File: config.mk
export PLATFORM = sky130hd
export DESIGN_NAME = agp32_fetch
export DESIGN_NICKNAME = d
export VERILOG_FILES = /design/src/source/agp32_pkg.sv /design/src/source/agp32_pipe_reg.sv /design/src/source/agp32_fetch.sv
export SDC_FILE = /design/constraint.sdc
export NUM_CORES = 1
export LEC_CHECK = 0
export BUFFER_PORTS_ARGS = -buffer_cell sky130_fd_sc_hd__buf_2
export CAP_MARGIN = 10
export CORE_MARGIN = 3
export CORE_UTILIZATION = 53
export DETAILED_ROUTE_END_ITERATION = 10
export PLACE_DENSITY = 0.95
export SKIP_LAST_GASP = 1
export SLEW_MARGIN = 20
export SYNTH_ARGS = -nofsm -noshare
export SYNTH_HDL_FRONTEND = slang
export SYNTH_SLANG_ARGS = --single-unit
File: constraint.sdc
create_clock -name clk -period 5.39 [get_ports clk]
set_clock_uncertainty 0.15 [all_clocks]
set_input_delay 0.8085 -clock clk [delete_from_list [all_inputs] [get_ports clk]]
set_output_delay 0.8085 -clock clk [all_outputs]
set_load 0.005 [all_outputs]
File: src/source/agp32_pkg.sv
package agp32_pkg;

  localparam int xlen = 32;
  localparam int reg_addr_bits = 6;
  localparam int in_bits = 2;
  localparam int out_bits = 10;

  // Opcode 15 decodes as a NOP.
  localparam logic [xlen-1:0] nop_inst = 32'd15;

  typedef enum logic [5:0] {
    opc_alu          = 6'd0,
    opc_shift        = 6'd1,
    opc_out          = 6'd6,
    opc_in           = 6'd7,
    opc_jump         = 6'd9,
    opc_jump_zero    = 6'd10,
    opc_jump_nonzero = 6'd11,
    opc_load_const   = 6'd13,
    opc_load_upper   = 6'd14,
    opc_nop          = 6'd15
  } opc_t;

  typedef enum logic [3:0] {
    func_add    = 4'd0,
    func_addc   = 4'd1,
    func_sub    = 4'd2,
    func_rdc    = 4'd3,
    func_rdo    = 4'd4,
    func_inc    = 4'd5,
    func_dec    = 4'd6,
    func_mul_lo = 4'd7,
    func_mul_hi = 4'd8,
    func_and    = 4'd9,
    func_or     = 4'd10,
    func_xor    = 4'd11,
    func_eq     = 4'd12,
    func_lt     = 4'd13,
    func_ltu    = 4'd14,
    func_passb  = 4'd15
  } func_t;

  typedef struct packed {
    logic [xlen-1:0] pc;
    logic [xlen-1:0] inst;
  } if_id_t;

  typedef struct packed {
    logic [xlen-1:0] pc;
    opc_t opc;
    func_t func;
    logic [xlen-1:0] data_a;
    logic [xlen-1:0] data_b;
    logic [xlen-1:0] data_w;
    logic [xlen-1:0] imm;
    logic [reg_addr_bits-1:0] addr_a;
    logic [reg_addr_bits-1:0] addr_b;
    logic [reg_addr_bits-1:0] addr_w;
    logic imm_a;                    // Operand field holds an immediate.
    logic imm_b;
    logic imm_w;
  } id_ex_t;

  typedef struct packed {
    logic [xlen-1:0] pc;
    opc_t opc;
    logic [reg_addr_bits-1:0] addr_w;
    logic reg_write;
    logic [xlen-1:0] alu_res;
    logic [xlen-1:0] shift_res;
    logic [xlen-1:0] imm;
    logic [xlen-1:0] data_w;        // Forwarded W, needed by load-upper.
  } ex_res_t;

  typedef struct packed {
    logic [reg_addr_bits-1:0] addr_w;
    logic reg_write;
    logic [xlen-1:0] data;
    logic is_out;
  } res_wb_t;

  typedef enum logic [1:0] {
    fwd_none,
    fwd_res,
    fwd_wb
  } fwd_t;

endpackage

File: src/source/agp32_pipe_reg.sv
`timescale 1ns/1ps

module agp32_pipe_reg #(
  parameter type payload_t = logic
) (
  input logic clk,
  input logic reset,
  input logic advance,
  input logic flush,
  input logic in_valid,
  input payload_t in_data,
  output logic out_valid,
  output payload_t out_data
);

  always_ff @(posedge clk) begin
    if (reset) begin
      out_valid <= 1'b0;
      out_data <= '0;
    end else if (advance) begin
      out_valid <= in_valid && !flush;   // A flushed slot becomes a bubble.
      out_data <= in_data;
    end
  end

endmodule

File: src/source/agp32_fetch.sv
`timescale 1ns/1ps

module agp32_fetch (
  input logic clk,
  input logic reset,
  input logic ready,
  input logic [agp32_pkg::xlen-1:0] inst_rdata,
  input logic jump_taken,
  input logic [agp32_pkg::xlen-1:0] jump_target,
  output logic [agp32_pkg::xlen-1:0] pc,
  output agp32_pkg::if_id_t if_id,
  output logic if_id_valid
);
  import agp32_pkg::*;

  logic [xlen-1:0] pc_next;
  if_id_t fetched;

  assign pc_next = jump_taken ? jump_target : pc + 32'd4;

  always_ff @(posedge clk) begin
    if (reset) begin
      pc <= '0;
    end else if (ready) begin
      pc <= pc_next;
    end
  end

  always_comb begin
    fetched.pc = pc;
    fetched.inst = inst_rdata;
  end

  // The word being fetched is squashed when execute takes a jump.
  agp32_pipe_reg #(.payload_t(if_id_t)) if_id_reg (
    .clk(clk),
    .reset(reset),
    .advance(ready),
    .flush(jump_taken),
    .in_valid(1'b1),
    .in_data(fetched),
    .out_valid(if_id_valid),
    .out_data(if_id)
  );

endmodule

# Yosys cells after proc, flatten, opt, wreduce, memory -nomap -nowiden
# Index checks and enable logic that the tools add are counted.
# Widths: inputs -> output; s select.
# op_classes
add_sub_neg,1
n_mux,1
reduce_logical,1
# op_table
op,n
$add 32x3->32 const B,1
$mux 32,1
$logic_not 1->1,1
# word_totals
register_bits,97
input_bits,68
word_cells,7

# Longest topological paths before layout
# logic_depth
ltp_word,2
ltp_mapped,7
mapped_depth_nobuf,5

# Modules after synthesis
# Synthesis repeated with hierarchy kept, for this count alone.
# unflattened
cells_unflattened,482
hier_area_um2,4421.7
# by_module_without_submodules
module,instances,cells_each,area_per_inst_um2,seq_area_each_um2
agp32_pipe_reg,1,211,2351.0,1301.2
agp32_fetch,1,271,2070.7,640.6

# Least setup slack after synthesis
# Ideal clock, no wire load.
# synth_timing
path_kind,input-to-reg
startpoint,input ready
endpoint,register if_id_reg.out_data[54] (netlist bit)
arrival_ps,1891
required_time_ps,5112
slack_ps,3221
stages,5
path_buffers,3
path_cell_list,buf_6 -> clkbuf_1 -> clkbuf_1 -> mux2i_1 -> nor2_1
# synth_lines
element,line_no,source
start: declaration,agp32_fetch.sv:6,"input logic ready,"
end signal: assignment,agp32_pipe_reg.sv:22,out_data <= in_data;
end: declaration,agp32_pipe_reg.sv:13,output payload_t out_data

# Worst setup path after layout
# layout_timing
startpoint,input jump_taken
endpoint,register pc[30] (netlist bit)
# layout_between
elab_chain_cells,1
# layout_lines
element,line_no,source
start: declaration,agp32_fetch.sv:8,"input logic jump_taken,"
$mux 32,agp32_fetch.sv:19,assign pc_next = jump_taken ? jump_target : pc + 32'd4;
end signal: assignment,agp32_fetch.sv:25,pc <= pc_next;
end: declaration,agp32_fetch.sv:10,"output logic [agp32_pkg::xlen-1:0] pc,"
# No other way between the ends.
# A chain may end at the register's enable or synchronous reset.

==> summary.md <==
| Metric | Value |
|---|---|
| Run status | complete, no violations |
| Num Clock Sinks | 97 |
| Worst-Margin Slew | 1.069 ns |
| First-pass GRT wire length | 20440 um |
| Mapped Nets | 565 |
| Worst hold slack | 0.3373 ns |
| Worst min-delay path startpoint | pc[0] |
| Die X | 97.43 um |
| CP arrival | 3.09 ns |
| Max stage delay on crit path | 0.82 ns |
| Slowest-stage cell, CP | nor2_1 |
| Post-CTS Setup Repair Bufs | 0 |
| Max Cap Viol | 0 |
| Initial Utilization | 55.89% |
| GR Overflow Total | 0 |
| Slew margin rel. | 28.76% |
| Largest net degree at the start of global routing | 100 |
| Crit Path Category | in2reg |
| Non-Filler Instances | 740 |
| Largest family of logic cells by synthesized area | simple AND/OR/NAND/NOR gates |
| Min cycle time layout | 2.962 ns |
| FF-to-FF Start | pc[4] |
| Final GP Congestion | 0.8765 |
| Max Root-Sink Buffers | 2 |
| Nets | 702 |
| FF-to-FF End | pc[25] |
| Most common cell after layout, fill and taps aside | buf_2 |
| DR pass1 iterations | 5 |
| Fin. Hold Viols | 0 |
| Yosys cell types | 53 |
| Slew Limit Fails | 0 |
| Cts hold-fix bufs | 0 |
| Post-Route WL | 12500 um |
| Via Count | 4403 |
| Seq/Total Area, Yosys | 43.83% |
| Fmax | 337.7 MHz |
| Final setup viols | 0 |
| Unrepaired setup endpoints after global routing | false |
| Min-Delay Path Class | reg2reg |
| CTS tree | done |
| Placed insts | 724 |
| Synth Area in Compound Gates | 14.77% |
| Flop2flop setup slack | 2.96 ns |
| Core area | 7928 um^2 |
| Mux contribution to synthesized area | 15.14% |
| Final instance area | 5361 um^2 |
| Synth Area in Simple Gates | 20.42% |
| Syn Std Cell Area | 4430 um^2 |
| CTS root buf | clkbuf_8 |
| Mean Syn Cell Area | 8.932 um^2 |
| Top_reg_cell synth | dfxtp_1 |
| Worst-path maximum fanout | 53 |
| Final period util | 54.95% |
| Hold endpoint | pc[0] |
| Yosys reg bits | 97 |
| Post-detail-place hpwl | 8591 um |
| PD cells | 265.3 nW/um^2 |
| Startpoint Class | input pin |
| P&R area growth vs syn | 21.01% |
| Vias in the first global route | 4222 |
| Reg2reg path depth | 4 |
| Critical Path, Cell by Cell | buf_2 -> inv_1 -> nor2_1 -> a21boi_0 -> o221ai_1 |
| Number of CTS-inserted buffers | 9 |
| Rows | 32 |
| # diodes | 0 |
| Reg clk slew, reported paths | 0.10 ns |
| Top delay family on crit path | buffers and inverters |
| Post-Synth XOR/XNOR Area | 0% |
| Buf/Inv on CP | 2 |
| Post-cts sizing count | 0 |
| Number of enable flip-flop cells after synthesis | 0 |
| Min-Delay Path Depth | 2 |
| FILL cells | 653 |
| Die area | 9493 um^2 |
| Async S/R FF share, synth | 0% |
| Die height | 97.43 um |
| Crit. End Element | flop |
| Worst VDD drop | 160.8 uV |
| Post-DR wirelength/cell | 16.89 um |
| Setup TNS | 0 ns |
| H-tree depth | 3 |
| Post-Synthesis Cells | 496 |
| Later-pin clock latency in the skew report | 0.36 ns |
| 1st-iter DRT viols | 333 |
| I/O pins | 165 |
| Drt drc | 0 |
| Post-Synth Adder-Cell Area | 0.2824% |
| Vias per inst | 5.950 |
| Antenna viol nets, final | 0 |
| Syn. warnings | 0 |
| IO buf count | 164 |
| GRT Util Overall | 25.84% |
| Initial antenna violation count | 0 |
| Worst EP required | 5.52 ns |
| Layout cell share with drive strength beyond 1 | 29.31% |
| Static Leak | 2.524 nW |
| Commonest non-fill, non-tap cells in the layout | buf_2 (162), dfxtp_1 (97), nor2_1 (89) |
| Area after DPL | 5182 um^2 |
-- worst reg2reg max path, cell delays in order (launching register included) --
cell	delay (ns)
dfxtp_1	0.58
nand4_4	0.23
nor4_2	0.92
a311o_1	0.31
a31oi_1	0.08
-- layer usage --
metal / GRT usage, % / part of all wire (%)
met5: 0 / 0
met4: 8.946 / 2.5
met3: 9.548 / 11
met2: 42.28 / 47
met1: 31.28 / 39
-- worst max path at each step --
stage | slack, ns | cells after the start | to | from
after floorplan | 3.22 | 5 | if_id_reg.out_data[54] | ready
after global placement | 2.25 | 5 | pc[30] | jump_taken
after detailed placement | 2.10 | 5 | pc[30] | jump_taken
after CTS | 2.50 | 5 | pc[30] | jump_taken
after global routing | 2.26 | 5 | pc[27] | jump_taken
final | 2.43 | 5 | pc[30] | jump_taken
-- flip-flops by register name, summed over array words and instances, names as in the netlist --
signal / flops
if_id_reg.out_data: 64
pc: 32
if_id_reg.out_valid: 1
-- area by class of cell --
cell class	count	area (um^2)	area share, %
multi-input combinational	350	2242	41.82
sequential	97	1942	36.22
timing repair buffer	165	833.3	15.54
inverter	10	37.54	0.7001
tap	102	127.6	2.380
clock buffer	10	127.6	2.380
clock inverter	6	51.30	0.9568
-- power breakdown --
| part | internal, mW | total [mW] | switching, mW |
|---|---|---|---|
| sequential | 0.752 | 0.794 | 0.0414 |
| clock | 0.175 | 0.441 | 0.267 |
| combinational | 0.0885 | 0.187 | 0.0987 |
| total | 1.02 | 1.42 | 0.407 |
-- cells by family (layout without fill, tap and decap cells) --
logic type               after synthesis  count (layout)
multiplexers                          67              67
adder cells (fa/ha/maj)                1               1
AND/OR/NAND/NOR                      189             189
AO/OA/AOI/OAI                         93              93
buffers and inverters                 49             191
flip-flops                            97              97
-- Yosys cell counts, drive strengths merged, types with 4 or more instances --
master / instances / area share (%)
a211oi: 6 / 1.0
a31oi: 11 / 1.6
a21oi: 14 / 1.6
nor3: 9 / 1.0
a22oi: 10 / 1.7
a311o: 4 / 0.90
nand3: 13 / 1.5
nor2: 89 / 7.5
buf: 15 / 2.7
mux2i: 67 / 15
nor4: 9 / 1.6
o21ai: 15 / 1.7
nand4: 14 / 2.3
nand2: 31 / 2.6
inv: 8 / 0.68
and3: 7 / 1.0
clkbuf: 24 / 2.0
o211ai: 7 / 1.2
dfxtp: 97 / 44
-- per-stage QoR --
step                      setup WS (ns)  power, mW  utilization, %
final                             2.428      1.422           67.63
after floorplan                   3.221     0.9132               -
after CTS                         2.502      1.427           67.63
after detailed placement          2.103     0.9946           65.37
after global routing              2.264      1.484           67.63
after global placement            2.252     0.9860           65.37
Power figures use the tool's default switching activity.
