--- config.mk ---
export PLATFORM = sky130hd
export DESIGN_NAME = agp32_execute
export DESIGN_NICKNAME = d
export VERILOG_FILES = /design/src/source/agp32_pkg.sv /design/src/source/agp32_pipe_reg.sv /design/src/source/agp32_alu.sv /design/src/source/agp32_execute.sv
export SDC_FILE = /design/constraint.sdc
export NUM_CORES = 2
export LEC_CHECK = 0
export BUFFER_PORTS_ARGS = -buffer_cell sky130_fd_sc_hd__buf_4
export CORE_UTILIZATION = 55
export CTS_BUF_LIST = sky130_fd_sc_hd__clkbuf_2
export CTS_CLUSTER_DIAMETER = 100
export CTS_CLUSTER_SIZE = 12
export DETAILED_ROUTE_END_ITERATION = 6
export PLACE_DENSITY = 0.74
export SYNTH_ARGS = -nofsm -noshare
export SYNTH_HDL_FRONTEND = slang
export SYNTH_SLANG_ARGS = --single-unit
--- constraint.sdc ---
create_clock -name clk -period 19.8 [get_ports clk]
set_input_delay 2.97 -clock clk [delete_from_list [all_inputs] [get_ports clk]]
set_output_delay 2.97 -clock clk [all_outputs]
set_load 0.01 [all_outputs]
--- src/source/agp32_pkg.sv ---
package agp32_pkg;

  localparam int xlen = 32;
  localparam int reg_addr_bits = 6;
  localparam int in_bits = 2;
  localparam int out_bits = 10;

  // Opcode 15 decodes as a NOP.
  localparam logic [xlen-1:0] nop_inst = 32'd15;

  typedef enum logic [5:0] {
    opc_alu          = 6'd0,
    opc_shift        = 6'd1,
    opc_out          = 6'd6,
    opc_in           = 6'd7,
    opc_jump         = 6'd9,
    opc_jump_zero    = 6'd10,
    opc_jump_nonzero = 6'd11,
    opc_load_const   = 6'd13,
    opc_load_upper   = 6'd14,
    opc_nop          = 6'd15
  } opc_t;

  typedef enum logic [3:0] {
    func_add    = 4'd0,
    func_addc   = 4'd1,
    func_sub    = 4'd2,
    func_rdc    = 4'd3,
    func_rdo    = 4'd4,
    func_inc    = 4'd5,
    func_dec    = 4'd6,
    func_mul_lo = 4'd7,
    func_mul_hi = 4'd8,
    func_and    = 4'd9,
    func_or     = 4'd10,
    func_xor    = 4'd11,
    func_eq     = 4'd12,
    func_lt     = 4'd13,
    func_ltu    = 4'd14,
    func_passb  = 4'd15
  } func_t;

  typedef struct packed {
    logic [xlen-1:0] pc;
    logic [xlen-1:0] inst;
  } if_id_t;

  typedef struct packed {
    logic [xlen-1:0] pc;
    opc_t opc;
    func_t func;
    logic [xlen-1:0] data_a;
    logic [xlen-1:0] data_b;
    logic [xlen-1:0] data_w;
    logic [xlen-1:0] imm;
    logic [reg_addr_bits-1:0] addr_a;
    logic [reg_addr_bits-1:0] addr_b;
    logic [reg_addr_bits-1:0] addr_w;
    logic imm_a;                    // Operand field holds an immediate.
    logic imm_b;
    logic imm_w;
  } id_ex_t;

  typedef struct packed {
    logic [xlen-1:0] pc;
    opc_t opc;
    logic [reg_addr_bits-1:0] addr_w;
    logic reg_write;
    logic [xlen-1:0] alu_res;
    logic [xlen-1:0] shift_res;
    logic [xlen-1:0] imm;
    logic [xlen-1:0] data_w;        // Forwarded W, needed by load-upper.
  } ex_res_t;

  typedef struct packed {
    logic [reg_addr_bits-1:0] addr_w;
    logic reg_write;
    logic [xlen-1:0] data;
    logic is_out;
  } res_wb_t;

  typedef enum logic [1:0] {
    fwd_none,
    fwd_res,
    fwd_wb
  } fwd_t;

endpackage

--- src/source/agp32_pipe_reg.sv ---
`timescale 1ns/1ps

module agp32_pipe_reg #(
  parameter type payload_t = logic
) (
  input logic clk,
  input logic reset,
  input logic advance,
  input logic flush,
  input logic in_valid,
  input payload_t in_data,
  output logic out_valid,
  output payload_t out_data
);

  always_ff @(posedge clk) begin
    if (reset) begin
      out_valid <= 1'b0;
      out_data <= '0;
    end else if (advance) begin
      out_valid <= in_valid && !flush;   // A flushed slot becomes a bubble.
      out_data <= in_data;
    end
  end

endmodule

--- src/source/agp32_alu.sv ---
`timescale 1ns/1ps

module agp32_alu (
  input logic clk,
  input logic reset,
  input logic advance,
  input agp32_pkg::func_t func,
  input logic [agp32_pkg::xlen-1:0] in1,
  input logic [agp32_pkg::xlen-1:0] in2,
  output logic [agp32_pkg::xlen-1:0] result
);
  import agp32_pkg::*;

  logic carry_flag;
  logic overflow_flag;
  logic [xlen:0] sum;
  logic [xlen-1:0] diff;
  logic [2*xlen-1:0] prod;
  logic add_ovf;
  logic sub_ovf;

  // Add-with-carry folds the stored carry into the same adder.
  assign sum = {1'b0, in1} + {1'b0, in2} + {{xlen{1'b0}}, (func == func_addc) && carry_flag};
  assign diff = in1 - in2;
  assign prod = {{xlen{1'b0}}, in1} * {{xlen{1'b0}}, in2};
  assign add_ovf = (in1[xlen-1] == in2[xlen-1]) && (sum[xlen-1] != in1[xlen-1]);
  assign sub_ovf = (in1[xlen-1] != in2[xlen-1]) && (diff[xlen-1] != in1[xlen-1]);

  always_comb begin
    case (func)
      func_add, func_addc: result = sum[xlen-1:0];
      func_sub: result = diff;
      func_rdc: result = {{(xlen-1){1'b0}}, carry_flag};
      func_rdo: result = {{(xlen-1){1'b0}}, overflow_flag};
      func_inc: result = in1 + 32'd1;
      func_dec: result = in1 - 32'd1;
      func_mul_lo: result = prod[xlen-1:0];
      func_mul_hi: result = prod[2*xlen-1:xlen];
      func_and: result = in1 & in2;
      func_or: result = in1 | in2;
      func_xor: result = in1 ^ in2;
      func_eq: result = {{(xlen-1){1'b0}}, in1 == in2};
      func_lt: result = {{(xlen-1){1'b0}}, $signed(in1) < $signed(in2)};
      func_ltu: result = {{(xlen-1){1'b0}}, in1 < in2};
      default: result = in2;
    endcase
  end

  always_ff @(posedge clk) begin
    if (reset) begin
      carry_flag <= 1'b0;
      overflow_flag <= 1'b0;
    end else if (advance) begin
      case (func)
        func_add: begin
          carry_flag <= sum[xlen];
          overflow_flag <= add_ovf;
        end
        func_addc: carry_flag <= sum[xlen];
        func_sub: overflow_flag <= sub_ovf;   // Subtract leaves the carry alone.
        default: ;
      endcase
    end
  end

endmodule

--- src/source/agp32_execute.sv ---
`timescale 1ns/1ps

module agp32_execute (
  input logic clk,
  input logic reset,
  input logic ready,
  input agp32_pkg::id_ex_t id_ex,
  input logic id_ex_valid,
  input agp32_pkg::res_wb_t res_fwd,
  input logic res_fwd_valid,
  input agp32_pkg::res_wb_t wb_fwd,
  input logic wb_fwd_valid,
  output agp32_pkg::ex_res_t ex_res,
  output logic ex_res_valid,
  output logic jump_taken,
  output logic [agp32_pkg::xlen-1:0] jump_target
);
  import agp32_pkg::*;

  id_ex_t cur;
  logic cur_valid;
  logic reads_a, reads_b, reads_w;
  logic res_live, wb_live;
  fwd_t sel_a, sel_b, sel_w;
  logic [xlen-1:0] op_a, op_b, op_w;
  logic [xlen-1:0] alu_in1, alu_in2, alu_res;
  logic alu_advance;
  logic [2*xlen-1:0] rot;
  logic [xlen-1:0] shift_res;
  ex_res_t ex_next;

  // The result stage is younger than writeback, so it wins on a double hit.
  function automatic fwd_t pick_src(input logic used, input logic res_hit, input logic wb_hit);
    if (!used) return fwd_none;
    if (res_hit) return fwd_res;
    if (wb_hit) return fwd_wb;
    return fwd_none;
  endfunction

  function automatic logic [xlen-1:0] fwd_mux(input fwd_t sel, input logic [xlen-1:0] dec,
                                              input logic [xlen-1:0] res,
                                              input logic [xlen-1:0] wbv);
    case (sel)
      fwd_res: return res;
      fwd_wb: return wbv;
      default: return dec;
    endcase
  endfunction

  agp32_pipe_reg #(.payload_t(id_ex_t)) id_ex_reg (
    .clk(clk),
    .reset(reset),
    .advance(ready),
    .flush(jump_taken),
    .in_valid(id_ex_valid),
    .in_data(id_ex),
    .out_valid(cur_valid),
    .out_data(cur)
  );

  always_comb begin
    reads_a = cur.opc inside {opc_alu, opc_shift, opc_out, opc_jump, opc_jump_zero,
                              opc_jump_nonzero};
    reads_b = cur.opc inside {opc_alu, opc_shift, opc_out, opc_jump_zero, opc_jump_nonzero};
    reads_w = cur.opc inside {opc_jump_zero, opc_jump_nonzero, opc_load_upper};
  end

  assign res_live = res_fwd_valid && res_fwd.reg_write;
  assign wb_live = wb_fwd_valid && wb_fwd.reg_write;
  assign sel_a = pick_src(reads_a && !cur.imm_a, res_live && res_fwd.addr_w == cur.addr_a,
                          wb_live && wb_fwd.addr_w == cur.addr_a);
  assign sel_b = pick_src(reads_b && !cur.imm_b, res_live && res_fwd.addr_w == cur.addr_b,
                          wb_live && wb_fwd.addr_w == cur.addr_b);
  assign sel_w = pick_src(reads_w && !cur.imm_w, res_live && res_fwd.addr_w == cur.addr_w,
                          wb_live && wb_fwd.addr_w == cur.addr_w);
  assign op_a = fwd_mux(sel_a, cur.data_a, res_fwd.data, wb_fwd.data);
  assign op_b = fwd_mux(sel_b, cur.data_b, res_fwd.data, wb_fwd.data);
  assign op_w = fwd_mux(sel_w, cur.data_w, res_fwd.data, wb_fwd.data);

  always_comb begin
    rot = {op_a, op_a} >> op_b[4:0];
    case (cur.func[1:0])
      2'd0: shift_res = op_a << op_b;
      2'd1: shift_res = op_a >> op_b;
      2'd2: shift_res = $signed(op_a) >>> op_b;
      default: shift_res = rot[xlen-1:0];
    endcase
  end

  // Jump-and-link computes its target from PC and A.
  assign alu_in1 = (cur.opc == opc_jump) ? cur.pc : op_a;
  assign alu_in2 = (cur.opc == opc_jump) ? op_a : op_b;
  assign alu_advance = ready && cur_valid && (cur.opc == opc_alu || cur.opc == opc_out);

  agp32_alu alu (
    .clk(clk),
    .reset(reset),
    .advance(alu_advance),
    .func(cur.func),
    .in1(alu_in1),
    .in2(alu_in2),
    .result(alu_res)
  );

  always_comb begin
    jump_target = (cur.opc == opc_jump) ? alu_res : cur.pc + op_w;
    case (cur.opc)
      opc_jump: jump_taken = cur_valid;
      opc_jump_zero: jump_taken = cur_valid && alu_res == '0;
      opc_jump_nonzero: jump_taken = cur_valid && alu_res != '0;
      default: jump_taken = 1'b0;
    endcase
  end

  always_comb begin
    ex_next.pc = cur.pc;
    ex_next.opc = cur.opc;
    ex_next.addr_w = cur.addr_w;
    ex_next.reg_write = cur.opc inside {opc_alu, opc_shift, opc_out, opc_in, opc_jump,
                                        opc_load_const, opc_load_upper};
    ex_next.alu_res = alu_res;
    ex_next.shift_res = shift_res;
    ex_next.imm = cur.imm;
    ex_next.data_w = op_w;
  end

  agp32_pipe_reg #(.payload_t(ex_res_t)) ex_res_reg (
    .clk(clk),
    .reset(reset),
    .advance(ready),
    .flush(1'b0),
    .in_valid(cur_valid),
    .in_data(ex_next),
    .out_valid(ex_res_valid),
    .out_data(ex_res)
  );

endmodule

-- Word-level counts from Yosys, hierarchy flattened
Cells that the tools add are included.
- bitwise operators: 3
- reductions and logical operators: 37
- multiply operators: 1
- eq/ne operators: 41
- $add $sub $neg: 6
- muxes and demuxes: 43
- magnitude comparators: 2
- shift operators: 4
- operator list (kind ; number):
    $pmux W32 S14 ; 1
    $pmux W32 S2 ; 3
    $mux W32 ; 3
    $pmux W32 S3 ; 1
    $lt A32 B32 Y1 ; 2
    $mul A32 B32 Y64 ; 1
    $shr A64 B5 Y32 ; 1
    $eq A6 B6 Y1 ; 6
    $mux W2 ; 18
    $add A32 B32 Y33 ; 1
    $add A33 B1 Y33 ; 1
    $add A32 B1 Y32 const B ; 1
    $add A32 B32 Y32 ; 1
    $and A32 B32 Y32 ; 1
    $eq A32 B32 Y1 ; 1
    $logic_not A32 Y1 ; 1
    $or A32 B32 Y32 ; 1
    $reduce_bool A32 Y1 ; 1
    $shl A32 B32 Y32 ; 1
    $shr A32 B32 Y32 ; 1
    $sshr A32 B32 Y32 ; 1
    $sub A32 B1 Y32 const B ; 1
    $sub A32 B32 Y32 ; 1
    $xor A32 B32 Y32 ; 1
    other kinds (27) ; 86
- output and inout port bits: 207
- bits in registers: 368

-- Longest topological paths before layout
- word-level depth: 20
- gate-level depth with buffers: 52
- depth with buffers taken out: 43

-- Cells and area by module
From an unflattened synthesis, not the netlist that was laid out.
- cells, all modules: 7684
- area, all modules: 63135.6 µm²
- modules (own cells, without submodules) (module ; area an instance (µm²) ; cells each ; instances):
    agp32_alu ; 39504.1 ; 4853 ; 1
    agp32_execute ; 10493.8 ; 1649 ; 1
    agp32_pipe_reg (id_ex_reg) ; 6897.9 ; 620 ; 1
    agp32_pipe_reg (ex_res_reg) ; 6239.7 ; 562 ; 1

-- Least setup slack after synthesis
OpenSTA, ideal clock, no wires.
- path kind: input to output
- start point: in wb_fwd[35] in the netlist's numbering
- end point: out jump_taken
- data required time: 16.830 ns
- cell stages on the path: 43
- arrival: 14.116 ns
- setup slack: 2.714 ns
- cells stage by stage: xor2_1 or4_1 nor4_1 nand3_1 inv_1 ha_1 clkbuf_1 clkbuf_1 a22oi_1 o21ai_1 nand2_1 o21ai_1 clkinv_1 clkbuf_1 nor2_1 fa_1 inv_1 fa_1 [7 not listed] fa_1 fa_1 ha_1 buf_2 nand4_1 a2111oi_4 o211ai_2 a2111oi_4 nor3b_2 o21ai_1 mux2i_1 a31oi_1 or4_1 or4_1 nor4_1 nand4_1 or4_1 nand2_1
- longest elaborated chain between the ends: 17
- elaborated cells between the ends (all ways): 44
- those cells by class: add/sub: 5; mul: 1; order compare: 2; eq/ne: 7; mux: 20; bitwise: 3; reduce/logical: 6
- RTL lines (what ; line ; RTL):
    start, declared ; agp32_execute.sv:11 ; input agp32_pkg::res_wb_t wb_fwd,
    branches (longest 13 deep; another with $mul A32 B32 Y64) ; -- ;
    $pmux W32 S14 (*) ; agp32_alu.sv:30 ; case (func)
    $reduce_bool A32 Y1 / $logic_not A32 Y1 (equally long branches) ; agp32_execute.sv:110, agp32_execute.sv:109 ;
    $logic_and A1 B1 Y1 (on tied branches) ; agp32_execute.sv:110, agp32_execute.sv:109 ;
    $pmux W1 S3 (*) ; agp32_execute.sv:107 ; case (cur.opc)
    end, declared ; agp32_execute.sv:15 ; output logic jump_taken,
Every way passes the cells marked *. The select of a mux whose other input is x is not followed.

-- Worst setup path after layout
Ends and elaborated chain as after synthesis.

==> summary.md <==
| Metric | Value |
|---|---|
| Critical Path Max Stage Delay | `0.69 ns` |
| Number of hold buffers added after cts | `0` |
| Post-CTS Resized | `0` |
| Fmax | `just over 0.05 GHz` |
| Internal | `1630 uW` |
| Clock Skews | `0.202 ns` |
| Initial antenna violation count | `20` |
| Routing usage on met2 | `0.747` |
| Reg-to-Reg Start | `id_ex_reg.out_data[156]$_SDFFE_PP0P_` |
| Post-synth top area share | `0.290` |
| PnR worst setup slack | `0.275 ns` |
| Post-synth top cells | `1,317 x nor2_1, 971 x inv_1, 900 x fa_1` |
| Prevailing post-synth register cell | `dfxtp_1` |
| Die width | `approximately 340 um` |
| Comb power frac | `0.671` |
| Share of post-route cells with drive strength above 1 | `0.114` |
| Unrepaired setup endpoints after global routing | `no` |
| Reg-to-reg slack, setup | `4.81 ns` |
| CTS tree | `yes` |
| Layout net count | `9,728` |
| Top Ports | `around 480` |
| Crit path to | `jump_taken` |
| Max Cap Viol | `0` |
| Period utilization | `0.986` |
| Slew headroom | `0.0796` |
| Worst path required time | `16.83 ns` |
| Yosys warns | `0` |
| Die area | `0.114 mm^2` |
| Final WL | `289 mm` |
| CTS buffer count | `37` |
| Clock-pin transition on the worst setup and hold timing paths | `0.21 ns` |
| Initial DRC Count | `7,600` |
| Final hold violations | `0` |
| Vias in the first global route | `61,583` |
| CP startpoint kind | `input port` |
| CP max FO | `25` |
| Cell mode on critical path | `fa_1` |
| PD cells | `51.5 mW/mm^2` |
| Leakage | `between 0.03 and 0.04 uW` |
| Antenna Violating Nets Remaining | `0` |
| Skew-Pair Late Insertion Delay | `1.20 ns` |
| Pins Over Slew Limit | `0` |
| Hold Path Class | `reg -> reg` |
| Area added between synthesis and finish | `10.2%` |
| Detailed placement HPWL | `233 mm` |
| Largest net degree at the start of global routing | `140` |
| Status | `finished, final reports clean` |
| DR WL/cell | `approximately 30 um` |
| Synth unique cells | `95` |
| FF-to-FF End | `id_ex_reg.out_valid$_SDFFE_PP0P_` |
| Vias per std cell | `6.45` |
| Die H | `338 um` |
| Switching power total | `1890 uW` |
| Total grt overflow | `0` |
| GRT Max-Usage Layer | `met2` |
| Number of remaining DRC errors | `0` |
| Total GRT Usage | `0.497` |
| Routed vias | `62,039` |
| Sw frac | `0.536` |
| Core Rows | `122` |
| Count leader, synth | `nor2_1` |
| Synth async-reset ratio | `0` |
| Gpl congestion | `approximately 1.1` |
| Synth Register Bits | `368` |
| Met3 Resource Use GR | `0.134` |
| Final setup fails | `0` |
| Grt met1 use | `0.585` |
| Htree depth | `2` |
| Crit path max-delay cell type | `ha_2` |
| Minimum clock period | `19.52 ns` |
| Port Buf Inserts | `481` |
| Root buf cell | `clkbuf_2` |
| Worst vdd ir | `0.0506 mV` |
| Post-Synthesis Cells | `7,804` |
| Core Area | `roughly 0.11 mm^2` |
| WS Path Type | `in -> out` |
| Max clock buf depth | `3` |
| Pre-antenna DRT Iters | `6` |
| Leading area contributor after synthesis | `fa_1` |
| Post-CTS Setup Bufs | `0` |
| Global-route wire length before repair | `416 mm` |
| Clock power frac | `0.095` |
| Critical Path AT | `16.55 ns` |
| Crit. End Element | `primary output` |
| Seq pwr share | `0.234` |
| Clk sinks | `between 300 and 400` |
| Worst Tran Pin Value | `1.37 ns` |
| Syn_area_per_cell | `7.97 um^2` |
| Post-synth net total | `about 9,400` |
| Hold WS | `between 0.4 and 0.5 ns` |
| Setup WS pre-CTS | `0.600 ns` |
| Largest cells by area after synthesis | `fa_1 29%, dfxtp_1 12%, ha_1 8.6%, nor2_1 8.0%, mux2i_1 6.9%` |
| R2r worst-path depth | `36` |
| Sequential fraction of the synthesis area | `0.118` |
| Critical path startpoint | `wb_fwd[35]` |
| Starting density of the core | `0.558` |
| Mapped Area | `around 0.062 mm^2` |
| Setup TNS | `0 ns` |
| Number of flops mapped to enable cells by yosys | `0` |
[state kept, by name, indices dropped and copies added, names as in the netlist]
register,cells
id_ex_reg.out_valid,1
ex_res_reg.out_valid,1
id_ex_reg.out_data,191
alu.carry_flag,1
ex_res_reg.out_data,173
alu.overflow_flag,1
[power by group through the flow]
stage | registers, uW | logic (uW) | clock network (uW)
after floorplan | 830 | 1300 | 0
after global placement | 836 | 2240 | 0
after detailed placement | 837 | 2260 | 0
after CTS | 822 | 2280 | 335
after global routing | 827 | 2470 | 359
final | 824 | 2370 | 335
[worst min path at each step]
stage / endpoint / startpoint / cells after the start
2_1_floorplan: alu.overflow_flag$_SDFFE_PP0P_ / alu.overflow_flag$_SDFFE_PP0P_ / 2
3_3_place_gp: ex_res_reg.out_data[128]$_SDFFE_PP0P_ / ex_res_reg.out_data[128]$_SDFFE_PP0P_ / 2
3_5_place_dp: ex_res_reg.out_data[128]$_SDFFE_PP0P_ / ex_res_reg.out_data[128]$_SDFFE_PP0P_ / 2
4_1_cts: ex_res_reg.out_data[128]$_SDFFE_PP0P_ / ex_res_reg.out_data[128]$_SDFFE_PP0P_ / 2
5_1_grt: ex_res_reg.out_data[66]$_SDFFE_PP0P_ / ex_res_reg.out_data[66]$_SDFFE_PP0P_ / 2
6_report: ex_res_reg.out_data[128]$_SDFFE_PP0P_ / ex_res_reg.out_data[128]$_SDFFE_PP0P_ / 2
[worst max-delay path: cells and delay by family]
kind	cells	cell delay [ns]
buffers and inverters	9	1.55
AND/OR/NAND/NOR	14	4.04
multiplexers	1	0.30
adder cells (fa/ha/maj)	10	5.01
AO/OA/AOI/OAI	7	2.48
XOR/XNOR	1	0.14
[routing by layer]
metal / part of all wire / vias to the layer above
li1: - / 26201
met1: 0.34 / 30137
met2: 0.43 / 4379
met3: 0.12 / 1304
met4: 0.11 / 18
met5: 0.00041 / -
[cells in the final DEF (no fill, tap or decap), types with 38 or more instances in the layout]
cell type / instances
a211oi_1: 64
o21ai_1: 40
inv_1: 971
xnor2_1: 85
mux2i_1: 428
a21o_1: 86
ha_1: 426
nand2_1: 825
fa_1: 900
o21ai_0: 290
nand3_1: 61
o22ai_1: 41
nand2b_1: 48
nor3_1: 149
a31oi_1: 41
dfxtp_1: 367
a22oi_1: 77
clkbuf_2: 38
a221o_1: 46
xor2_1: 66
nor2_1: 1314
nand4_1: 53
o21a_1: 41
o211ai_1: 43
buf_4: 779
a21oi_1: 330
[cells by family after synthesis]
kind of cell / share of synthesized area
buffers and inverters: 0.0908
AO/OA/AOI/OAI: 0.147
adder cells (fa/ha/maj): 0.376
XOR/XNOR: 0.0213
multiplexers: 0.0698
AND/OR/NAND/NOR: 0.177
flip-flops: 0.118
[cell type report]
class | count | area [um^2]
Clock buffer | 38 | 190
Multi-Input combinational cell | 5943 | 49300
Clock inverter | 5 | 66.3
Fill cell | 10041 | 42900
Inverter | 989 | 3710
Timing Repair Buffer | 784 | 5940
Antenna cell | 10 | 25.0
Sequential cell | 368 | 7370
Tap cell | 1488 | 1860
[per-stage QoR]
| step | cells | utilization | total power (uW) | instance area (um^2) |
|---|---|---|---|---|
| 4_1_cts | 9615 | 0.614 | 3430 | 68500 |
| 5_1_grt | 9622 | 0.615 | 3660 | 68500 |
| 3_5_place_dp | 9572 | 0.612 | 3090 | 68200 |
| 6_report | 9625 | 0.615 | 3530 | 68500 |
| 3_3_place_gp | 9572 | 0.612 | 3080 | 68200 |
| 2_1_floorplan | 7804 | - | 2130 | 62200 |
Power figures use the tool's default switching activity.
