<file path="config.mk">
export PLATFORM = sky130hd
export DESIGN_NAME = agp32_writeback
export DESIGN_NICKNAME = d
export VERILOG_FILES = /design/src/source/agp32_pkg.sv /design/src/source/agp32_pipe_reg.sv /design/src/source/agp32_writeback.sv
export SDC_FILE = /design/constraint.sdc
export NUM_CORES = 1
export LEC_CHECK = 0
export BUFFER_PORTS_ARGS = -buffer_cell sky130_fd_sc_hd__buf_4
export CORE_AREA = 2 2 104 106
export DETAILED_ROUTE_END_ITERATION = 7
export DIE_AREA = 0 0 106 108
export PLACE_DENSITY = 0.81
export SLEW_MARGIN = 20
export SYNTH_ARGS = -nofsm -noshare
export SYNTH_HDL_FRONTEND = slang
export SYNTH_HIERARCHICAL = 1
export SYNTH_SLANG_ARGS = --single-unit
export TNS_END_PERCENT = 20
</file>
<file path="constraint.sdc">
create_clock -name clk -period 2.25 [get_ports clk]
set_input_delay 0.1125 -clock clk [delete_from_list [all_inputs] [get_ports clk]]
set_output_delay 0.1125 -clock clk [all_outputs]
set_load 0.02 [all_outputs]
</file>
<file path="src/source/agp32_pkg.sv">
package agp32_pkg;

  localparam int xlen = 32;
  localparam int reg_addr_bits = 6;
  localparam int in_bits = 2;
  localparam int out_bits = 10;

  // Opcode 15 decodes as a NOP.
  localparam logic [xlen-1:0] nop_inst = 32'd15;

  typedef enum logic [5:0] {
    opc_alu          = 6'd0,
    opc_shift        = 6'd1,
    opc_out          = 6'd6,
    opc_in           = 6'd7,
    opc_jump         = 6'd9,
    opc_jump_zero    = 6'd10,
    opc_jump_nonzero = 6'd11,
    opc_load_const   = 6'd13,
    opc_load_upper   = 6'd14,
    opc_nop          = 6'd15
  } opc_t;

  typedef enum logic [3:0] {
    func_add    = 4'd0,
    func_addc   = 4'd1,
    func_sub    = 4'd2,
    func_rdc    = 4'd3,
    func_rdo    = 4'd4,
    func_inc    = 4'd5,
    func_dec    = 4'd6,
    func_mul_lo = 4'd7,
    func_mul_hi = 4'd8,
    func_and    = 4'd9,
    func_or     = 4'd10,
    func_xor    = 4'd11,
    func_eq     = 4'd12,
    func_lt     = 4'd13,
    func_ltu    = 4'd14,
    func_passb  = 4'd15
  } func_t;

  typedef struct packed {
    logic [xlen-1:0] pc;
    logic [xlen-1:0] inst;
  } if_id_t;

  typedef struct packed {
    logic [xlen-1:0] pc;
    opc_t opc;
    func_t func;
    logic [xlen-1:0] data_a;
    logic [xlen-1:0] data_b;
    logic [xlen-1:0] data_w;
    logic [xlen-1:0] imm;
    logic [reg_addr_bits-1:0] addr_a;
    logic [reg_addr_bits-1:0] addr_b;
    logic [reg_addr_bits-1:0] addr_w;
    logic imm_a;                    // Operand field holds an immediate.
    logic imm_b;
    logic imm_w;
  } id_ex_t;

  typedef struct packed {
    logic [xlen-1:0] pc;
    opc_t opc;
    logic [reg_addr_bits-1:0] addr_w;
    logic reg_write;
    logic [xlen-1:0] alu_res;
    logic [xlen-1:0] shift_res;
    logic [xlen-1:0] imm;
    logic [xlen-1:0] data_w;        // Forwarded W, needed by load-upper.
  } ex_res_t;

  typedef struct packed {
    logic [reg_addr_bits-1:0] addr_w;
    logic reg_write;
    logic [xlen-1:0] data;
    logic is_out;
  } res_wb_t;

  typedef enum logic [1:0] {
    fwd_none,
    fwd_res,
    fwd_wb
  } fwd_t;

endpackage

</file>
<file path="src/source/agp32_pipe_reg.sv">
`timescale 1ns/1ps

module agp32_pipe_reg #(
  parameter type payload_t = logic
) (
  input logic clk,
  input logic reset,
  input logic advance,
  input logic flush,
  input logic in_valid,
  input payload_t in_data,
  output logic out_valid,
  output payload_t out_data
);

  always_ff @(posedge clk) begin
    if (reset) begin
      out_valid <= 1'b0;
      out_data <= '0;
    end else if (advance) begin
      out_valid <= in_valid && !flush;   // A flushed slot becomes a bubble.
      out_data <= in_data;
    end
  end

endmodule

</file>
<file path="src/source/agp32_writeback.sv">
`timescale 1ns/1ps

module agp32_writeback (
  input logic clk,
  input logic reset,
  input logic ready,
  input agp32_pkg::ex_res_t ex_res,
  input logic ex_res_valid,
  input logic [agp32_pkg::in_bits-1:0] data_in,
  output agp32_pkg::res_wb_t res_fwd,
  output logic res_fwd_valid,
  output agp32_pkg::res_wb_t wb,
  output logic wb_valid,
  output logic [agp32_pkg::out_bits-1:0] data_out
);
  import agp32_pkg::*;

  logic [xlen-1:0] upper_val;

  // Load-upper keeps the low 23 bits of register W.
  assign upper_val = {ex_res.imm[8:0], ex_res.data_w[22:0]};

  always_comb begin
    res_fwd.addr_w = ex_res.addr_w;
    res_fwd.reg_write = ex_res.reg_write;
    res_fwd.is_out = ex_res.opc == opc_out;
    case (ex_res.opc)
      opc_shift: res_fwd.data = ex_res.shift_res;
      opc_in: res_fwd.data = {{(xlen-in_bits){1'b0}}, data_in};
      opc_jump: res_fwd.data = ex_res.pc + 32'd4;     // Link address.
      opc_load_const: res_fwd.data = ex_res.imm;
      opc_load_upper: res_fwd.data = upper_val;
      default: res_fwd.data = ex_res.alu_res;
    endcase
  end

  assign res_fwd_valid = ex_res_valid;

  agp32_pipe_reg #(.payload_t(res_wb_t)) wb_reg (
    .clk(clk),
    .reset(reset),
    .advance(ready),
    .flush(1'b0),
    .in_valid(ex_res_valid),
    .in_data(res_fwd),
    .out_valid(wb_valid),
    .out_data(wb)
  );

  always_ff @(posedge clk) begin
    if (reset) begin
      data_out <= '0;
    end else if (ready && wb_valid && wb.is_out) begin
      data_out <= wb.data[out_bits-1:0];
    end
  end

endmodule

</file>
## Word-level counts from Yosys, hierarchy flattened

Index checks and enable logic that the tools add are counted.
Widths: inputs -> output; s select.

- Add/sub/neg operators: 1
- Reductions and logical operators: 2
- Equality and inequality tests: 6
- Mux-type cells: 1

Operators by type and width:

| kind | number |
|---|---|
| $pmux 32 s5 | 1 |
| $add 32x3->32 const B | 1 |
| $eq 6x4->1 const B | 3 |
| $eq 6x3->1 const B | 2 |
| $eq 6x1->1 const B | 1 |
| $logic_and 1x1->1 | 2 |

- Flip-flop bits (word level): 51
- Output and inout bits: 92
- Input port bits: 179
- Logic and storage cells: 16

## Depth between registers and ports, before layout

Gate-level depths: netlist of run 1.

- Depth in word-level cells: 2
- Gate-level depth with buffers: 9
- Gate-level depth less buffers: 8

## By module

The synthesis of run 1 kept the hierarchy.

By module, submodules not included:

| module | sequential area each (um^2) | area an instance (um^2) | times used | cells an instance |
|---|---|---|---|---|
| agp32_writeback | 200.2 | 1893.1 | 1 | 287 |
| agp32_pipe_reg | 820.8 | 1524.0 | 1 | 134 |

## Worst setup path after synthesis of run 1

OpenSTA, ideal clock, no wires.

- Kind: input port to flip-flop
- Start point: in ex_res[140] in the netlist's numbering
- End point: reg wb_reg/out_data[30] in the netlist's numbering
- Buffers on the path: 1
- Slack: 0.040 ns
- Library setup time: 0.065 ns
- Stages: 8
- Arrival time: 2.146 ns
- Required time: 2.185 ns
- Cell sequence: or3b_1 or3_1 buf_2 or4_1 and3_1 a21oi_2 mux2i_1 nor2_1

RTL lines:

| what | RTL line | RTL |
|---|---|---|
| start, declared | agp32_writeback.sv:7 | `input agp32_pkg::ex_res_t ex_res,` |
| end signal, assigned | agp32_pipe_reg.sv:22 | `out_data <= in_data;` |
| end, declared | agp32_pipe_reg.sv:13 | `output payload_t out_data` |

==> results of run 1 <==
[worst max-delay path by stage]
stage	slack (ps)	depth (start not counted)	end
after floorplan	40	8	wb_reg/out_data[30]
after global placement	90	7	res_fwd[30]
after detailed placement	80	7	res_fwd[30]
after CTS	70	7	res_fwd[30]
after global routing	-40	8	res_fwd[21]
final	100	7	res_fwd[30]
[cells in the mapped netlist, drive strengths merged]
| master | instances |
|---|---|
| a21boi | 1 |
| a21oi | 12 |
| a221o | 1 |
| a222oi | 28 |
| a22oi | 13 |
| a32oi | 2 |
| and2 | 2 |
| and3 | 7 |
| and3b | 1 |
| and4 | 2 |
| buf | 21 |
| clkbuf | 17 |
| conb | 1 |
| dfxtp | 51 |
| ha | 1 |
| inv | 3 |
| mux2i | 40 |
| nand2 | 62 |
| nand2b | 2 |
| nand3 | 17 |
| nand3b | 3 |
| nand4 | 7 |
| nor2 | 53 |
| nor3 | 12 |
| nor3b | 2 |
| nor4 | 6 |
| o2111ai | 1 |
| o211a | 1 |
| o211ai | 23 |
| o21a | 2 |
| o21ai | 2 |
| o32a | 1 |
| or2 | 1 |
| or3 | 1 |
| or3b | 1 |
| or4 | 2 |
| xnor2 | 9 |
| xor2 | 10 |
[power groups by stage]
stage / combinational [mW] / clock (mW) / sequential (mW)
global placement: 0.805 / 0 / 0.996
finish: 0.831 / 0.552 / 0.980
CTS: 0.825 / 0.575 / 0.980
detailed placement: 0.823 / 0 / 1.00
floorplan: 0.310 / 0 / 1.05
global route: 0.879 / 0.617 / 0.987
[logic make-up (layout without fill, tap and decap cells)]
| kind of cell | count (synthesis) | after routing |
|---|---|---|
| other cells | 1 | 1 |
| buf+inv | 41 | 289 |
| fa+ha+maj | 1 | 1 |
| simple gates | 181 | 181 |
| mux | 40 | 40 |
| flops | 51 | 51 |
| xor+xnor | 19 | 19 |
| compound gates | 87 | 87 |
[state kept, by name, indices dropped and copies added (netlist names)]
register / cells
data_out: 10
wb_reg/out_data: 40
wb_reg/out_valid: 1
[critical path: stages]
cell and delay (ps):
buf_4 120, or3b_1 380, or3_1 390, or4_1 500, and3_1 190, a21oi_2 170, buf_4 170
[stage by stage]
stage | setup TNS (ps) | hold slack (ps) | area, sq um | setup WS [ps]
floorplan | 0 | 260 | 3420 | 39.8
global placement | 0 | 356 | 5470 | 92.6
detailed placement | 0 | 370 | 5470 | 77.5
CTS | 0 | 52.5 | 5560 | 70.9
global route | -84.2 | 63.6 | 5570 | -43.1
finish | 0 | 59.6 | 5570 | 104
[layer usage]
metal	up-vias	share of wire, %
li1	2064	-
met1	2070	40
met2	235	51
met3	20	7.5
met4	0	1.7
met5	-	0
[cell type report]
cell class / instances / area (sq um) / area share, %
multi-input cells: 329 / 2160 / 38.8
repair buffers: 278 / 2110 / 37.9
flip-flops and latches: 51 / 1020 / 18.3
well taps: 136 / 170 / 3.05
clock buffers: 5 / 68.8 / 1.24
clock inverters: 3 / 25.0 / 0.449
inverters: 3 / 11.3 / 0.202
[layout by cell type, fill, tap and decap left out, types with 2 or more instances in the layout]
cell	Yosys	layout
a21oi_1	10	10
a21oi_2	2	2
a222oi_1	28	28
a22oi_1	13	13
a32oi_1	2	2
and2_1	2	2
and3_1	7	7
and4_1	2	2
buf_12	4	2
buf_4	8	276
clkbuf_8	0	5
clkinv_4	0	2
dfxtp_1	51	51
inv_1	3	3
mux2i_1	40	40
nand2_1	62	62
nand3_1	17	17
nand3b_1	2	2
nand4_1	7	7
nor2_1	53	52
nor3_1	12	10
nor3_2	0	2
nor4_1	6	5
o211ai_1	23	23
o21a_1	2	2
xnor2_1	9	9
xor2_1	10	10
[timing repair]
item                                    in CTS  in global routing
endpoints found under the setup margin       0                  5
gates resized for setup                      0                  2
endpoints found under the hold margin        0                  0
==> metrics, run 1 <==
synthesized area=0.00342 sq mm; first-pass GRT wire length=22.7 mm; total gr overflow=0; Max-slew headroom=53.7%; M1 GR Usage=between 30% and 40%; Yosys warnings=6; Final Cycle Share=95.4%; # placed instances=797; post-CTS setup repair buffer count=0; WP data required=2140 ps; # DRC=0; VDD IR max=approximately 0.2 mV; largest net degree at the start of global routing=between 50 and 60; Cell Pwr Density=424 mW/mm^2; post-synthesis mux area share=11.7%; R2R depth=3; Crit Path Max Fanout=4; Worst setup SP type=input port; gpl congestion=about 0.94; critical path capture point type=output pin; CTS Buf Count=5; Synth area leader=dfxtp_1; Synth top area share=29.9%; Max Buffers Root-to-Sink=2; final setup vio count=0; Final Util=between 50% and 60%; synth top area cells=dfxtp_1 30%, mux2i_1 12%, a222oi_1 8.2%; antenna cells=0; Area Overhead vs Synth=63.1%; switching pwr=774 uW; Hold Path Origin=ex_res[129]; met3 Use GR=4.64%; # rows=37; DIE AREA=0.0114 sq mm; Final min period=2150 ps; Pint=1.59 mW; CTS tree=yes; Most Used Layer, Global Route=met2; Wirelength per Cell=~19 microns; post-layout power=2.36 mW; clock latency on the worst-skew pair=300 ps; Root Buffer Master=clkbuf_8; cell count after synthesis=421; Net Sw Frac=32.8%; R2R Path Start=wb_reg/out_valid; Hold Crit Class=input port to flop; Gate power share=35.1%; IO Pins=271; share of cells above drive strength 1=between 40 and 50%; worst-margin pin slew=694 ps; fmax=~0.47 GHz; Die X=approximately 110 microns; all-layer global routing usage=25.0%; clock-pin transition on the worst setup and hold timing paths=about 100 ps; Post-Synth XOR/XNOR Area=4.87%; P_leak=2.60 nW; 1st-pass router iterations=6; Pins Over Slew Limit=0; Detailed Route Iter0 Violations=491; CTS sink count=51; Via density=around 5.5; RR Endpoint=data_out[5]; Port Buf Inserts=261; initial antenna violation count=0; H-tree depth=2; # hold bufs at CTS=0; worst setup path start=ex_res[140]; Worst EP arrival=2030 ps; compound-gate portion of the synthesized area=20.7%; FF+latch count, synth=51; status=completed; clock skew=8.27 ps; worst hold stages=3; Synth Area in Adders=0.366%; Final Hold Viols=0; Final ANT Viol Nets=0; total wire length=15.0 mm; Die Ht=108 microns; Hold EP=wb_reg/out_data[34]; initial core utilization=about 33%; Final HPWL DP=12.1 mm; vias in the first global route=approximately 4400; setup slack, reg-to-reg=1130 ps; Worst Setup Path Type=input port to output pin; syn nets=601; Post-layout nets=between 800 and 900; met2 Use GR=44.3%; Clock power frac=23.4%; total number of vias=4389; largest family of logic cells by synthesized area=simple AND/OR/NAND/NOR gates; Layout fillers=954; syn_area_per_cell=about 8.1 sq um; sequential share of the synthesized area=29.9%; Synth Area in Simple Gates=24.6%; Max Cap Violations=0; core area=roughly 0.01 sq mm; Layout Cells excl Fill=805; sequential fraction of design power=between 40% and 50%; Yosys cell types=45
Note: power is estimated with default switching activity, not from simulation.
==> run 2: changes to the inputs <==
--- a/config.mk
+++ b/config.mk
@@ -7,8 +7,8 @@
 export LEC_CHECK = 0
 export BUFFER_PORTS_ARGS = -buffer_cell sky130_fd_sc_hd__buf_4
-export CORE_AREA = 2 2 104 106
+export CORE_AREA = 4 4 104 106
 export DETAILED_ROUTE_END_ITERATION = 7
-export DIE_AREA = 0 0 106 108
-export PLACE_DENSITY = 0.81
+export DIE_AREA = 0 0 108 110
+export PLACE_DENSITY = 0.83
 export SLEW_MARGIN = 20
 export SYNTH_ARGS = -nofsm -noshare
==> constraint.sdc (replaced) <==
create_clock -name clk -period 2.25 [get_ports clk]
set_input_delay 0.1125 -clock clk [delete_from_list [all_inputs] [get_ports clk]]
set_output_delay 0.1125 -clock clk [all_outputs]
set_load 0.05 [all_outputs]
==> run 2 against run 1 <==
  * Sequential cell count did not move
  * Critical path depth did not move
  * Critical path type unchanged
  * Clock skew rose by 4.5 ps
  * Combinational power rose by 29%
  * Highest routed layer unchanged
==> metrics, run 2 (synthesis results as in run 1) <==
first-pass GRT wire length=22.6 mm; initial antenna violation count=0; 1st-pass router iterations=8; Root Buffer Master=clkbuf_8; vias in the first global route=4254; Crit Path Max Fanout=2; Wirelength per Cell=19.1 microns; Largest regs=wb_reg/out_data x40, data_out x10, wb_reg/out_valid x1; # DRC=0; post-CTS setup repair buffer count=0; Port Buf Inserts=261; Top reg by flops=wb_reg/out_data; total gr overflow=0; cell area after placement=approximately 0.0055 sq mm; clock-pin transition on the worst setup and hold timing paths=80 ps; share of cells above drive strength 1=44.9%; R2R depth=3; gpl congestion=0.920; clock skew=12.8 ps; Pins Over Slew Limit=0; Final Util=58.1%; crit-path cells=buf_4 -> or3b_1 -> or3_1 -> or4_1 -> and3_1 -> a21oi_4 -> buf_6; final hold slack=66.7 ps; CTS Buf Count=5; worst hold stages=3; Post-layout nets=850; CTS tree=yes; Via density=between 5 and 6; largest net degree at the start of global routing=52; Hold Crit Class=input port to flop; Die X=approximately 110 microns; fmax=0.455 GHz; Max Cap Violations=0; Layout fillers=slightly below 900; Worst path slowest cell=or4_1; commonest non-fill, non-tap cell in the layout=buf_4; Max-slew headroom=63.6%; Die Ht=approximately 110 microns; critical path capture point type=output pin; status=completed; P_leak=2.65 nW; Final ANT Viol Nets=0; Detailed Route Iter0 Violations=471; Final Hold Viols=0; crit path to=res_fwd[30]; Worst setup SP type=input port; CP max stage delay=500 ps; setup slack, reg-to-reg=1160 ps; CTS sink count=51; total wire length=15.4 mm; Worst Setup Path Type=input port to output pin; initial core utilization=35.0%; R2R Path Start=wb_reg/out_valid; total number of vias=4420; RR Endpoint=data_out[4]; clock latency on the worst-skew pair=300 ps; Final Cycle Share=97.6%; IO Pins=about 270; Cell Pwr Density=between 400 and 500 mW/mm^2; Final min period=2200 ps; # rows=36; antenna cells=0; Final Worst Setup Slack=roughly 53 ps; max reg flops=40; Max Buffers Root-to-Sink=2; most frequent cells in the layout=274 x buf_4, 62 x nand2_1, 52 x nor2_1; post-route cell area=0.00568 sq mm; Area Overhead vs Synth=66.2%; Worst EP arrival=2080 ps; Post-Place Worst Slack=54.7 ps; worst-margin pin slew=~550 ps; Final HPWL DP=12.4 mm; core area=0.00977 sq mm; DIE AREA=0.0119 sq mm; H-tree depth=2; worst setup path start=ex_res[140]; WP data required=2140 ps; VDD IR max=around 0.30 mV; all-layer global routing usage=24.3%; final setup vio count=0
## run 2: how the worst min path moves through the flow
stage	to	slack (ps)	startpoint
after floorplan	wb_reg/out_data[36]	260	ex_res[131]
after global placement	wb_reg/out_data[36]	360	ex_res[131]
after detailed placement	wb_reg/out_data[37]	370	ex_res[132]
after CTS	wb_reg/out_data[34]	50	ex_res[129]
after global routing	wb_reg/out_data[37]	50	ex_res[132]
final	wb_reg/out_data[37]	70	ex_res[132]
## run 2: through the flow
stage,total power [mW],cells,TNS [ps]
detailed placement,2.06,796,0
global route,2.93,804,-0.906
global placement,2.04,796,0
finish,2.81,804,0
CTS,2.83,804,0
floorplan,1.59,421,-3360
## run 2: per-layer routing
metal  share of wire (%)  track usage [%]
met4                 1.5             6.13
met3                 7.6             3.96
met5                   0                0
met2                  51             44.3
met1                  39             29.7
## run 2: power breakdown
group	switching, mW	total, mW	internal [mW]
registers	0.0299	0.979	0.949
logic	0.641	1.07	0.428
clock network	0.315	0.759	0.444
## run 2: repair_timing
item                                    4_1_cts  5_1_grt
endpoints found under the setup margin        0        4
hold buffers                                  0        0
resized for setup                             0        3
## run 2: critical path, delay by kind of cell
family	cells	cell delay, ps
AND/OR/NAND/NOR	4	1520
buffers and inverters	2	290
AO/OA/AOI/OAI	1	160
## run 2: cell type report
class                   count  area [sq um]  area share (%)
clock buffers               5          68.8            1.21
clock inverters             3          67.6            1.19
inverters                   3          11.3           0.198
multi-input cells         329          2180            38.3
flip-flops and latches     51          1020            18.0
well taps                 133           166            2.93
repair buffers            280          2170            38.2
==> run 3: changes to the inputs <==
- ABC_AREA: default -> 1
- CORE_AREA: 4 4 104 106 -> default
- CORE_MARGIN: default -> 4
- CORE_UTILIZATION: default -> 43
- DIE_AREA: 0 0 108 110 -> default
- PLACE_DENSITY: 0.83 -> 0.93
==> run 3 against run 2 <==
  * Die area is 8.3% lower
  * Synthesized area is 17% higher
  * Hold slack worse by 35 ps
  * Cell count is 31% higher
  * Via count is 25% higher
  * Global-route usage is 5.7 points higher
==> metrics, run 3 <==
Hold Crit Class=input port to flop; sequential share of the synthesized area=25.6%; clock-pin transition on the worst setup and hold timing paths=~100 ps; status=completed; Area Overhead vs Synth=50.8%; Max-slew headroom=36.6%; Worst Setup Path Type=input port to output pin; Pint=between 1.5 and 2 mW; ys async rst share=0%; Die Ht=104 microns; final setup vio count=0; syn_area_per_cell=5.71 sq um; Wirelength per Cell=16.2 microns; Crit Path Max Fanout=8; DIE AREA=0.0109 sq mm; Top reg by flops=wb_reg/out_data; total number of vias=5506; Cell Pwr Density=449 mW/mm^2; Via density=5.23; total wire length=17.1 mm; top-count cell post-synth=nand2_1; FF+latch count, synth=51; largest net degree at the start of global routing=42; CTS tree=yes; Max Buffers Root-to-Sink=2; Final Hold Viols=0; synthesized area=0.00399 sq mm; Total Neg Setup Slack=0 ps; first-pass GRT wire length=26.6 mm; RSZ-0062 raised after global routing=no; critical path capture point type=output pin; initial core utilization=44.9%; 1st-pass router iterations=5; CTS Buf Count=5; # DRC=0; P_leak=between 3 and 4 nW; number of flops mapped to enable cells by yosys=0; Post-layout nets=~1100; switching pwr=roughly 1.1 mW; Final min period=between 1500 and 2000 ps; top cells by instance count after synthesis=220 x nand2_1, 124 x nor2_1, 55 x inv_1, 51 x dfxtp_1, 48 x nand3_1; Largest regs=wb_reg/out_data x40, data_out x10, wb_reg/out_valid x1; fmax=0.541 GHz; Port Buf Inserts=about 260; # placed instances=1045; antenna cells=0; Net Sw Frac=40.0%; IO Pins=between 200 and 300; Synth Flop Type=dfxtp_1; commonest non-fill, non-tap cell in the layout=buf_4; Clock power frac=22.0%; Gate power share=41.2%; Final HPWL DP=13.9 mm; max reg flops=40; Pins Over Slew Limit=0; Detailed Route Iter0 Violations=354; CTS resizes=0; syn nets=just under 900; Yosys cell types=27; synth top area cells=dfxtp_1 26%, nand2_1 21%, nor2_1 12%; VDD IR max=0.335 mV; final hold slack=31.4 ps; vias in the first global route=5113; H-tree depth=2; Synth area leader=dfxtp_1; Layout Cells excl Fill=1053; Worst EP arrival=1740 ps; Synth top area share=between 20% and 30%; post-CTS setup repair buffer count=0; worst-margin pin slew=~950 ps; Max Cap Violations=0; Worst setup SP type=input port; CTS sink count=51; Layout fillers=805; share of cells above drive strength 1=34.0%; most frequent cells in the layout=275 x buf_4, 220 x nand2_1, 124 x nor2_1; Die X=104 microns; all-layer global routing usage=around 30%; Yosys warnings=6; Final Cycle Share=between 80% and 90%; clock skew=between 6 and 7 ps; # rows=34; Final ANT Viol Nets=0; core area=0.00889 sq mm; cell count after synthesis=roughly 700; total gr overflow=0; Root Buffer Master=clkbuf_8; initial antenna violation count=0; clock latency on the worst-skew pair=310 ps; gpl congestion=~0.99; WP data required=2140 ps; # hold bufs at CTS=0; sequential fraction of design power=36.8%
==> run 3: cell count changes after synthesis, moves of 28 or more <==
cell / before / now
nand2_1: 62 / 220
nor2_1: 53 / 124
inv_1: 3 / 55
mux2i_1: 40 / 0
o21ai_0: 2 / 42
nand3_1: 17 / 48
a222oi_1: 28 / 0
==> run 3: per-layer routing <==
layer,part of all wire [%],wire (microns),vias to the layer above,global-route usage [%]
met3,9.2,1570,33,6.58
met1,39,6680,2466,36.5
met2,49,8430,291,52.6
li1,-,-,2716,-
met5,0,0,-,0
met4,2.3,391,0,8.55
==> run 3: area by class of cell <==
type                    count  area (sq um)  share of cell area [%]
well taps                 108           135                    2.24
clock buffers               6          82.6                    1.37
repair buffers            275          2060                    34.3
multi-input cells         551          2480                    41.2
inverters                  60           225                    3.74
clock inverters             2          16.3                   0.270
flip-flops and latches     51          1020                    17.0
==> run 3: critical path: stages <==
cell and delay [ps]:
buf_4 130, inv_1 50, nand2_1 70, nor2_4 210
nand2_2 80, inv_1 240, buf_4 190, nand3_1 70
a21oi_1 310, buf_4 270
==> run 3: path summary, 6_finish.rpt <==
path,start,to,cells past startpoint,slack [ps]
max,ex_res[136],res_fwd[21],10,400
min,ex_res[128],wb_reg/out_data[33],3,30
max reg2reg,wb_reg/out_data[0],data_out[1],3,800
min reg2reg,data_out[2],data_out[2],2,480
==> run 3: kinds of logic (layout without fill, tap and decap cells) <==
logic type	count (synthesis)	after routing	synth area share, %
AOI/OAI and AO/OA	92	92	11.8
xor gates and xnor gates	3	3	0.658
buffers and inverters	97	343	12.4
other	1	1	0.0939
adders and majority gates	1	1	0.313
and+or+nand+nor	454	454	49.2
DFF	51	51	25.6
==> run 3: metrics by stage <==
| stage | setup slack [ps] | util, % | total power, mW | cell area, sq um |
|---|---|---|---|---|
| floorplan | 253 | - | 1.65 | 3990 |
| global placement | 419 | 66.6 | 2.11 | 5920 |
| detailed placement | 400 | 66.6 | 2.12 | 5920 |
| CTS | 399 | 67.7 | 2.71 | 6020 |
| global route | 253 | 67.7 | 2.82 | 6020 |
| finish | 401 | 67.7 | 2.70 | 6020 |
==> run 3: power by group through the flow <==
| stage | clock network [mW] | logic (mW) | registers [mW] |
|---|---|---|---|
| after floorplan | 0 | 0.458 | 1.19 |
| after global placement | 0 | 1.10 | 1.01 |
| after detailed placement | 0 | 1.11 | 1.01 |
| after CTS | 0.605 | 1.11 | 0.993 |
| after global routing | 0.635 | 1.18 | 1.00 |
| final | 0.595 | 1.11 | 0.994 |
